==> config.mk <==
export PLATFORM = sky130hd
export DESIGN_NAME = exStage3Lane
export DESIGN_NICKNAME = d
export VERILOG_FILES = /design/src/verilog/uopPkg.sv /design/src/verilog/laneBusPkg.sv /design/src/verilog/exStage3Lane.sv
export VERILOG_INCLUDE_DIRS = /design/src /design/src/verilog
export SDC_FILE = /design/constraint.sdc
export NUM_CORES = 1
export LEC_CHECK = 0
export BUFFER_PORTS_ARGS = -buffer_cell sky130_fd_sc_hd__buf_2
export CAP_MARGIN = 20
export CORE_AREA = 2 2 214 216
export CTS_CLUSTER_SIZE = 12
export DETAILED_ROUTE_END_ITERATION = 8
export DIE_AREA = 0 0 216 218
export MAX_ROUTING_LAYER = met4
export PLACE_DENSITY_LB_ADDON = 0.1
export SYNTH_ARGS = -nofsm -noshare
export SYNTH_HDL_FRONTEND = slang
export SYNTH_SLANG_ARGS = --single-unit
==> constraint.sdc <==
create_clock -name clock -period 3.5 [get_ports clock]
set_clock_uncertainty 0.05 [all_clocks]
set_input_delay 0.525 -clock clock [delete_from_list [all_inputs] [get_ports clock]]
set_output_delay 0.525 -clock clock [all_outputs]
set_load 0.02 [all_outputs]
==> src/verilog/core_defines.svh <==
// ##############################
// Core sizing macros
// Lane count, register file depths
// and the discard register id
// ##############################

`ifndef CORE_DEFINES_SVH
`define CORE_DEFINES_SVH

// Parallel execute lanes
`define CORE_LANES 3

`define CORE_GPRS 32 // General registers
`define CORE_CRS 8 // Control registers

// Discard register, same id in both files
`define CORE_ZZR 0

`endif

==> src/verilog/uopPkg.sv <==
// ##############################
// Micro-op encodings
// Opcodes, IXT sub-ops, load control,
// the shared extension field union and register ids
// ##############################

`include "core_defines.svh"

package uopPkg;

	// Major opcode, anything else is treated as NOP
	typedef enum logic [5:0] {
		UCMD_NOP = 6'h00,
		UCMD_ALU3 = 6'h01,
		UCMD_MOV_MR = 6'h02, // Load
		UCMD_MOV_RM = 6'h03, // Store
		UCMD_MUL3 = 6'h04,
		UCMD_OP_IXT = 6'h05,
		UCMD_FPUV4SF = 6'h06
	} uCmd_t;

	// Keyring sub-ops under OP_IXT
	typedef enum logic [5:0] {
		IXT_LDCR = 6'h10, // Key result to CR1, tag checked
		IXT_MOVDLR = 6'h11 // Key result to GR1
	} ixtOp_t;

	typedef enum logic [1:0] {
		LD_BYTE = 2'd0,
		LD_HALF = 2'd1,
		LD_WORD = 2'd2,
		LD_QUAD = 2'd3
	} loadSize_t;

	typedef struct packed {
		logic [2:0] pad; // Spare
		logic isUnsigned; // Zero extend when set
		loadSize_t size;
	} loadCtl_t;

	// Same six bits, sub-op for OP_IXT and load control for MOV_MR
	typedef union packed {
		ixtOp_t sub;
		loadCtl_t ld;
	} uIxt_u;

	typedef logic [$clog2(`CORE_GPRS)-1:0] gprId_t;
	typedef logic [$clog2(`CORE_CRS)-1:0] crId_t;

endpackage
==> src/verilog/laneBusPkg.sv <==
// ##############################
// Stage buses
// EX2 op, memory response, writeback
// request and retire record per lane
// ##############################

package laneBusPkg;

	// One lane leaving EX2
	typedef struct packed {
		uopPkg::uCmd_t cmd;
		uopPkg::uIxt_u ixt;
		uopPkg::gprId_t regIdRm; // Dest for load, MUL, FPU
		uopPkg::gprId_t regIdRn1; // Forwarded GPR dest
		logic [63:0] regValRn1;
		uopPkg::crId_t regIdCn1; // Forwarded CR dest
		logic [63:0] regValCn1;
		logic [63:0] mulRes;
		logic [63:0] fpuRes;
		logic [65:0] keyRes; // Tag in [65:64]
	} ex2Bus_t;

	// ok: 00 ready, 10 busy, 11 fault
	typedef struct packed {
		logic [63:0] data;
		logic [1:0] ok;
	} memRsp_t;

	typedef struct packed {
		uopPkg::gprId_t gprId;
		logic [63:0] gprVal;
		uopPkg::crId_t crId;
		logic [63:0] crVal;
		logic hold; // Lane waits on memory
	} wbReq_t;

	typedef struct packed {
		logic gprWe;
		uopPkg::gprId_t gprId;
		logic [63:0] gprVal;
		logic crWe;
		uopPkg::crId_t crId;
		logic [63:0] crVal;
	} retire_t;

endpackage

==> src/verilog/exStage3Lane.sv <==
// ##############################
// One EX3 lane
// Destination select, load extension,
// memory hold and sticky fault flag
// ##############################

`timescale 1ns/1ps

`include "core_defines.svh"

module exStage3Lane (
	input logic clock,
	input logic reset,
	input laneBusPkg::ex2Bus_t op,
	input laneBusPkg::memRsp_t mem,
	input logic flush,
	output laneBusPkg::wbReq_t req,
	output logic fault
);

	localparam uopPkg::gprId_t gprZzr = uopPkg::gprId_t'(`CORE_ZZR);
	localparam uopPkg::crId_t crZzr = uopPkg::crId_t'(`CORE_ZZR);
	localparam uopPkg::gprId_t gprDlr = uopPkg::gprId_t'(1); // MOVDLR target
	localparam uopPkg::crId_t crKrr = uopPkg::crId_t'(1); // LDCR target
	localparam logic [1:0] keyTagOk = 2'b10;

	logic memOp; // Load or store in EX3
	logic memFault;
	logic outDfl; // Result goes to Rm
	logic [63:0] valOut;
	logic [63:0] loadVal;
	logic signFill;

	// Load size and sign come from the union's load view
	assign signFill = !op.ixt.ld.isUnsigned;

	always_comb begin
		case (op.ixt.ld.size)
			uopPkg::LD_BYTE: begin
				loadVal = {{56{signFill & mem.data[7]}}, mem.data[7:0]};
			end
			uopPkg::LD_HALF: begin
				loadVal = {{48{signFill & mem.data[15]}}, mem.data[15:0]};
			end
			uopPkg::LD_WORD: begin
				loadVal = {{32{signFill & mem.data[31]}}, mem.data[31:0]};
			end
			default: begin
				loadVal = mem.data; // Quad, nothing to extend
			end
		endcase
	end

	always_comb begin
		// Forward the EX1/EX2 pair unless the op says otherwise
		req.gprId = op.regIdRn1;
		req.gprVal = op.regValRn1;
		req.crId = op.regIdCn1;
		req.crVal = op.regValCn1;
		req.hold = 1'b0;
		memOp = 1'b0;
		outDfl = 1'b0;
		valOut = '0;

		case (op.cmd)
			uopPkg::UCMD_MOV_RM: begin
				memOp = 1'b1; // Store, only waits on memory
			end
			uopPkg::UCMD_MOV_MR: begin
				memOp = 1'b1;
				valOut = loadVal;
				outDfl = 1'b1;
			end
			uopPkg::UCMD_MUL3: begin
				valOut = op.mulRes;
				outDfl = 1'b1;
			end
			uopPkg::UCMD_FPUV4SF: begin
				valOut = op.fpuRes;
				outDfl = 1'b1;
			end
			uopPkg::UCMD_OP_IXT: begin
				// Extension field read as a sub-op here
				case (op.ixt.sub)
					uopPkg::IXT_LDCR: begin
						if (op.keyRes[65:64] == keyTagOk) begin
							req.crId = crKrr;
							req.crVal = op.keyRes[63:0];
						end
					end
					uopPkg::IXT_MOVDLR: begin
						req.gprId = gprDlr;
						req.gprVal = op.keyRes[63:0];
					end
					default: begin
					end
				endcase
			end
			default: begin
				// NOP, ALU3 and unknown opcodes just forward
			end
		endcase

		if (outDfl) begin
			req.gprId = op.regIdRm;
			req.gprVal = valOut;
		end

		if (memOp && mem.ok[1]) begin
			req.hold = 1'b1; // Busy or fault
		end

		// Killed op keeps its hold but writes nothing
		if (flush) begin
			req.gprId = gprZzr;
			req.crId = crZzr;
		end
	end

	assign memFault = memOp && (mem.ok == 2'b11);

	always_ff @(posedge clock) begin
		if (reset) begin
			fault <= 1'b0;
		end else if (memFault) begin
			fault <= 1'b1; // Sticky until reset
		end
	end

	// Stall only ever originates from a memory op
	holdOnlyOnMemOp: assert property (@(posedge clock) disable iff (reset)
		req.hold |-> (op.cmd == uopPkg::UCMD_MOV_MR || op.cmd == uopPkg::UCMD_MOV_RM));

	faultSticky: assert property (@(posedge clock) disable iff (reset)
		fault |=> fault);

endmodule

==> results of run 1 <==
==> per-stage QoR <==
stage | hold slack [ps] | utilization | power (mW) | cell area (sq um)
2_1_floorplan | 517.3 | - | 0.2960 | 3438
3_3_place_gp | 399.2 | 0.1548 | 0.6983 | 6949
5_1_grt | 474.6 | 0.1552 | 0.7413 | 6967
4_1_cts | 412.9 | 0.1548 | 0.6965 | 6949
3_5_place_dp | 410.6 | 0.1548 | 0.6932 | 6949
6_report | 416.2 | 0.1552 | 0.6848 | 6967
==> routing by layer <==
layer	track usage	vias to the layer above	part of all wire
met1	0.1384	2810	0.41
li1	-	2867	-
met2	0.2248	266	0.53
met5	-	-	0
met4	0.01187	0	0.011
met3	0.01450	20	0.053
==> power by group <==
group	internal (mW)	switching, mW
Combinational	0.316	0.357
Sequential	0.0117	0.0000403
Clock	0.000000267	0
==> synth_stat cells (5+ instances only) <==
library cell | count | area, sq um
a21o_1 | 8 | 60.06
o211ai_1 | 12 | 90.09
mux2_2 | 63 | 709.4
a21oi_1 | 14 | 70.07
buf_2 | 28 | 140.1
clkbuf_1 | 12 | 45.04
buf_4 | 10 | 75.07
o221ai_1 | 32 | 280.3
a221o_1 | 8 | 80.08
mux2i_1 | 68 | 680.7
a222oi_1 | 7 | 70.07
a221oi_1 | 5 | 43.79
a2bb2oi_1 | 8 | 70.07
o21ai_0 | 12 | 60.06
nand2_1 | 39 | 146.4
nor2_1 | 38 | 142.6
a22oi_1 | 49 | 367.9
==> cell families (layout without fill, tap and decap cells) <==
kind of cell | after synthesis | count (layout) | share of synthesized area
buffers and inverters | 53 | 578 | 0.08333
DFF | 1 | 1 | 0.005823
muxes | 132 | 132 | 0.4076
other | 0 | 7 | 0
and+or+nand+nor | 101 | 101 | 0.1456
AOI/OAI and AO/OA | 160 | 160 | 0.3577
==> how the worst max path moves through the flow <==
stage	startpoint	end	slack, ps	cells after the start
after floorplan	op[341]	req[132]	920	5
after global placement	op[336]	req[113]	410	9
after detailed placement	op[336]	req[113]	420	9
after CTS	op[336]	req[113]	410	9
after global routing	op[336]	req[113]	340	9
final	op[336]	req[113]	470	9
==> cell type report <==
type                            count  share of cell area
Sequential cell                     1            0.002874
Inverter                            1           0.0005388
Timing Repair Buffer              577              0.4339
Antenna cell                        7            0.002514
Tap cell                          600              0.1078
Multi-Input combinational cell    393              0.4524
==> worst max-delay path, stage by stage <==
cell and delay [ps]:
buf_2 230, buf_4 300, nor2b_1 80, nand4_1 140, buf_12 250, buf_4 260
mux2i_1 240, o221ai_1 180, buf_2 200
==> run metrics, run 1 <==
worst r2r path cells 2; largest net degree at the start of global routing 36; r2r endpoint fault; Cell Area, Synth 3438 sq um; GRT Residual Overflow 0; Max-slew headroom 0.5176; first-pass GRT wire length 41170 um; hold_sp fault; fillers 5292; library cells used by synthesis 39; Register Area 20.02 sq um; FMAX 329.8 MHz; Critical Path AT 2460 ps; iteration count of the initial detailed-routing pass 6; most frequent cells in the layout 553 x buf_2, 68 x mux2i_1, 63 x mux2_2; Slew Viols, Final 0; Worst Hold Path Cells 2; CP Class input port to output pin; Via density 3.776; dpl cells 1572; via count 5963; hold buffers post-CTS 0; VDD IR max 0.05070 mV; RSZ-0062 raised after global routing no; Die W 216 um; outcome finished, final reports clean; Die Span Y 218 um; # rows 78; buffers added on ports 553; DP Worst Slack 416.1 ps; Syn Nets 863; LEAKAGE 3.787 nW; DRC viols 0; Post-Synthesis Cells 447; multi-input logic area 3152 sq um; Setup crit end kind output pin; Final WS setup 468.0 ps; RD Place Congestion 0.7649; setup TNS 0 ps; CP startpoint kind input port; number of antenna violations at the first check in global routing 7; Initial Utilization 0.07659; top flop regs fault (1); DIE AREA 47090 sq um; Post-CTS Resized 0; total of max-cap violations 0; vias in the first global route 6187; Area Overhead vs Synth 102.6%; worst hold path class flop to flop; post-CTS setup buffer count 0; Setup Viol. Count Final 0; Post-synth EDFFs 0; worst reg2reg setup slack 2880 ps; syn avg cell area 7.692 sq um; antenna viol nets, final 0; worst slew pin tran 723.5 ps; I/O pin count 554; post-route insts no fill 1579; max reg flops 1; fin crit share 0.8663; DRT iter0 DRCs 183; All-Layer GR Usage 0.1190; pwr/cell area 98.29 nW/um^2; post-DP HPWL 25270 um; area of the core 44890 sq um; Reg with most FFs fault; Total Wirelength 29880 um; Worst-path clk slew 0 ps; drt wl/cell 18.92 um; #FFs+latches synth 1; share of cells above drive strength 1 0.6687; Yosys warnings 0; worst skew pair latency 0 ps; commonest non-fill, non-tap cell in the layout buf_2; # nets final 1390; r2r startpoint fault; sequential area share after synthesis 0.005822; worst-path maximum fanout 24; Final Hold Viols 0; Final Critical Period 3032 ps; ys async rst share 0; Hold EP fault; CP Data Required Time 2920 ps; dominant synthesized flop cell dfxtp_1
(Power assumes the default switching activity.)
==> run 2, diff against run 1 <==
--- a/config.mk
+++ b/config.mk
@@ -14,6 +14,7 @@
 export DIE_AREA = 0 0 216 218
 export MAX_ROUTING_LAYER = met4
 export PLACE_DENSITY_LB_ADDON = 0.1
+export REMOVE_ABC_BUFFERS = 1
 export SYNTH_ARGS = -nofsm -noshare
 export SYNTH_HDL_FRONTEND = slang
 export SYNTH_SLANG_ARGS = --single-unit
==> run 2 against run 1 <==
Sequential power about the same. Global-route usage fell by 0.89 points. Routed wire length down 7.3%. Sequential cell count unchanged.
==> run metrics, run 2 (synthesized netlist as in run 1, its figures left out) <==
outcome finished, final reports clean (unchanged); worst hold path class flop to flop (unchanged); first-pass GRT wire length 38560 um (was 41170 um); Reg with most FFs fault (unchanged); largest net degree at the start of global routing 65 (was 36); most frequent cells in the layout 553 x buf_2, 68 x mux2i_1, 63 x mux2_2 (unchanged); I/O pin count 554 (unchanged); Worst-path clk slew 0 ps (about the same); Slew Viols, Final 0 (unchanged); max reg flops 1 (unchanged); total of max-cap violations 0 (unchanged); Area after DPL 6952 sq um (was 6949 sq um); CP startpoint kind input port (unchanged); antenna viol nets, final 0 (unchanged); worst skew pair latency 0 ps (about the same); DRC viols 0 (unchanged); Post-CTS Resized 0 (unchanged); hold buffers post-CTS 0 (unchanged); RD Place Congestion 0.7768 (was 0.7649); Final Hold Viols 0 (unchanged); top flop regs fault (1) (unchanged); Via density 3.758 (was 3.776); vias in the first global route 6229 (was 6187); fin crit share 0.8588 (was 0.8663); post-CTS setup buffer count 0 (unchanged); Die W 216 um (unchanged); Area Overhead vs Synth 102.3% (was 102.6%); Final Critical Period 3006 ps (was 3032 ps); GRT Residual Overflow 0 (unchanged); All-Layer GR Usage 0.1101 (was 0.1190); FMAX 332.7 MHz (was 329.8 MHz); buffers added on ports 553 (unchanged); # nets final 1385 (was 1390); Total Wirelength 27680 um (was 29880 um); drt wl/cell 17.64 um (was 18.92 um); DRT iter0 DRCs 194 (was 183); LEAKAGE 3.772 nW (was 3.787 nW); worst-path maximum fanout 30 (was 24); RSZ-0062 raised after global routing no (unchanged); VDD IR max 0.02753 mV (was 0.05070 mV); final instance area 6957 sq um (was 6967 sq um); number of antenna violations at the first check in global routing 2 (was 7); CP Class input port to output pin (unchanged); DIE AREA 47090 sq um (unchanged); CP Data Required Time 2920 ps (about the same); share of cells above drive strength 1 0.6680 (was 0.6687); Initial Utilization 0.07659 (unchanged); Setup Viol. Count Final 0 (unchanged); Power Total 0.6752 mW (was 0.6848 mW); via count 5897 (was 5963); worst slew pin tran 746.5 ps (was 723.5 ps); post-DP HPWL 23000 um (was 25270 um); Setup crit end kind output pin (unchanged); Max-slew headroom 0.5023 (was 0.5176); Die Span Y 218 um (unchanged); iteration count of the initial detailed-routing pass 4 (was 6); Critical Path AT 2430 ps (was 2460 ps); pwr/cell area 97.05 nW/um^2 (was 98.29 nW/um^2); area of the core 44890 sq um (unchanged); # rows 78 (unchanged); commonest non-fill, non-tap cell in the layout buf_2 (unchanged)
-- run 2: through the flow --
stage	setup slack, ps	hold slack, ps	instances	TNS, ps	utilization
finish	494.3	401.8	1569	0	0.1550
floorplan	-2146	517.3	395	-166900	-
CTS	479.5	409.5	1567	0	0.1548
global placement	534.3	397.3	1567	0	0.1548
global route	370.4	425.0	1569	0	0.1550
detailed placement	478.3	409.5	1567	0	0.1548
-- run 2: worst max-delay path, stage by stage --
cell	delay [ps]
buf_2	190
or4b_1	700
o21ai_1	220
o21ai_4	140
buf_12	180
o221ai_1	230
buf_2	200
-- run 2: final cells by class --
class	count	area [sq um]
inverter	1	3.754
timing repair buffer	572	3023
fill	5292	37940
tap	600	750.7
antenna	2	5.005
sequential	1	20.02
multi-input combinational	393	3154
-- run 2: worst paths after layout --
kind	end	start	slack, ps	cells past startpoint
max	req[121]	op[336]	490	7
min	fault	fault	400	2
max reg2reg	fault	fault	2900	2
min reg2reg	fault	fault	400	2
-- run 2: power by group --
| part | switching [mW] | internal [mW] | leakage, nW |
|---|---|---|---|
| clock | 0 | 0.0000000765 | 0.0000127 |
| combinational | 0.346 | 0.318 | 3.76 |
| sequential | 0.0000332 | 0.0117 | 0.00806 |
-- run 2: per-layer routing --
| layer | global-route usage | vias up | wire [um] |
|---|---|---|---|
| li1 | - | 2845 | - |
| met1 | 0.1163 | 2720 | 10160 |
| met2 | 0.2198 | 318 | 15260 |
| met3 | 0.01715 | 14 | 1977 |
| met4 | 0.01142 | 0 | 289 |
| met5 | - | - | 0 |
==> run 3, diff against run 2 <==
==> constraint.sdc (replaced) <==
create_clock -name clock -period 3.5 [get_ports clock]
set_clock_uncertainty 0.05 [all_clocks]
set_input_delay 0.875 -clock clock [delete_from_list [all_inputs] [get_ports clock]]
set_output_delay 0.875 -clock clock [all_outputs]
set_load 0.02 [all_outputs]
==> run 3 against run 2 <==
Sequential power about the same. Die area unchanged. Cell area is 18% higher. Critical path type unchanged. Total power rose by 14%. Sequential cell count unchanged.
==> run metrics, run 3 (synthesized netlist as in run 1, its figures left out) <==
most frequent cells in the layout 492 x buf_2, 84 x buf_4, 63 x mux2_2 (was 553 x buf_2, 68 x mux2i_1, 63 x mux2_2); worst slew pin tran 551.4 ps (was 746.5 ps); Final Hold Viols 0 (unchanged); DIE AREA 47090 sq um (unchanged); via count 6122 (was 5897); hold_ws 406.2 ps (was 401.8 ps); Slew Viols, Final 0 (unchanged); iteration count of the initial detailed-routing pass 4 (unchanged); CP Data Required Time 2570 ps (was 2920 ps); FMAX 286.7 MHz (was 332.7 MHz); Worst Hold Path Cells 2 (unchanged); GR peak layer met2 (unchanged); Die W 216 um (unchanged); RSZ-0062 raised after global routing yes (was no); antenna viol nets, final 0 (unchanged); DRC viols 0 (unchanged); largest net degree at the start of global routing 34 (was 65); r2r endpoint fault (unchanged); Setup crit end kind output pin (unchanged); VDD IR max 0.02715 mV (was 0.02753 mV); worst skew pair latency 0 ps (about the same); buffers added on ports 553 (unchanged); RD Place Congestion 0.7721 (was 0.7768); grt met2 use 0.2303 (was 0.2198); Setup Viol. Count Final 0 (unchanged); Reg with most FFs fault (unchanged); # rows 78 (unchanged); Setup crit start op[345] (was op[336]); post-DP HPWL 23910 um (was 23000 um); Initial Utilization 0.07659 (unchanged); Die Span Y 218 um (unchanged); number of antenna violations at the first check in global routing 3 (was 2); Area Overhead vs Synth 138.9% (was 102.3%); Hold EP fault (unchanged); commonest non-fill, non-tap cell in the layout buf_2 (unchanged); area of the core 44890 sq um (unchanged); fin crit share 0.9964 (was 0.8588); fillers 5219 (was 5292); total of max-cap violations 0 (unchanged); DRT iter0 DRCs 225 (was 194); Critical Path AT 2560 ps (was 2430 ps); LEAKAGE 4.157 nW (was 3.772 nW); # nets final 1436 (was 1385); worst-path maximum fanout 14 (was 30); All-Layer GR Usage 0.1150 (was 0.1101); hold_sp fault (unchanged); I/O pin count 554 (unchanged); worst hold path class flop to flop (unchanged); drt wl/cell 18.46 um (was 17.64 um); vias in the first global route 6308 (was 6229); outcome finished, final reports clean (unchanged); setup TNS 0 ps (unchanged); share of cells above drive strength 1 0.7328 (was 0.6680); r2r startpoint fault (unchanged); CP Class input port to output pin (unchanged); Max-slew headroom 0.6324 (was 0.5023); GRT Residual Overflow 0 (unchanged); top flop regs fault (1) (unchanged); first-pass GRT wire length 39640 um (was 38560 um); Total Wirelength 29920 um (was 27680 um); Final Critical Period 3487 ps (was 3006 ps); pwr/cell area 93.52 nW/um^2 (was 97.05 nW/um^2); worst r2r path cells 2 (unchanged); max reg flops 1 (unchanged); Via density 3.777 (was 3.758); CP startpoint kind input port (unchanged); Worst-path clk slew 0 ps (about the same); worst reg2reg setup slack 2890 ps (was 2900 ps); GR Util met3 0.01506 (was 0.01715); M1 GR Usage 0.1243 (was 0.1163)
## run 3: changes by cell type in the layout (fill, tap and decap cells not counted), sizes merged
cell	change
clkbuf	+5
buf	+45
bufbuf	+1
diode	+1
## run 3: cell type report
class,instances,area [sq um],share of cell area
diodes,3,7.507,0.0009141
inverters,1,3.754,0.0004570
multi-input cells,393,3511,0.4275
flip-flops and latches,1,20.02,0.002438
well taps,600,750.7,0.09141
repair buffers,623,3920,0.4773
## run 3: report_power, final
part	leakage, nW	switching [mW]	total, mW	internal [mW]
clock network	0.0000190	0	0.000000115	0.000000115
logic	4.15	0.374	0.756	0.382
registers	0.00806	0.0000357	0.0118	0.0117
## run 3: worst max path at each step
stage | end | slack (ps)
4_1_cts | req[85] | -2
5_1_grt | req[112] | -120
6_report | req[114] | 10
3_5_place_dp | req[110] | -50
2_1_floorplan | req[132] | -2850
3_3_place_gp | req[110] | -80
## run 3: through the flow
step                      area (sq um)    util  cells  setup WS [ps]  power (mW)
after global routing              8213  0.1829   1621         -117.0      0.8276
after detailed placement          7370  0.1642   1606         -45.06      0.7029
after global placement            7370  0.1642   1606         -80.57      0.7081
after floorplan                   3156       -    395          -2846      0.2863
final                             8213  0.1829   1621          12.56      0.7681
after CTS                         7518  0.1675   1611         -2.120      0.7135
## run 3: layer usage
layer | up-vias | wire, um | part of all wire
met1 | 2840 | 11220 | 0.37
met2 | 314 | 16450 | 0.55
met3 | 15 | 1915 | 0.064
met4 | 0 | 333 | 0.011
li1 | 2953 | - | -
met5 | - | 0 | 0
## run 3: worst max-delay path, stage by stage
cell and delay, ps:
buf_8 100, buf_6 110, or4_4 520, nor2_4 190, o21ai_4 140, clkbuf_16 230
o221ai_1 200, buf_4 180
## run 3: repair_timing
action                     4_1_cts  5_1_grt
hold buffers                     0        0
pin swaps                        9       28
setup endpoints to repair        2       49
setup buffers                    4        2
cloned                           1        5
gates resized for setup         25      124
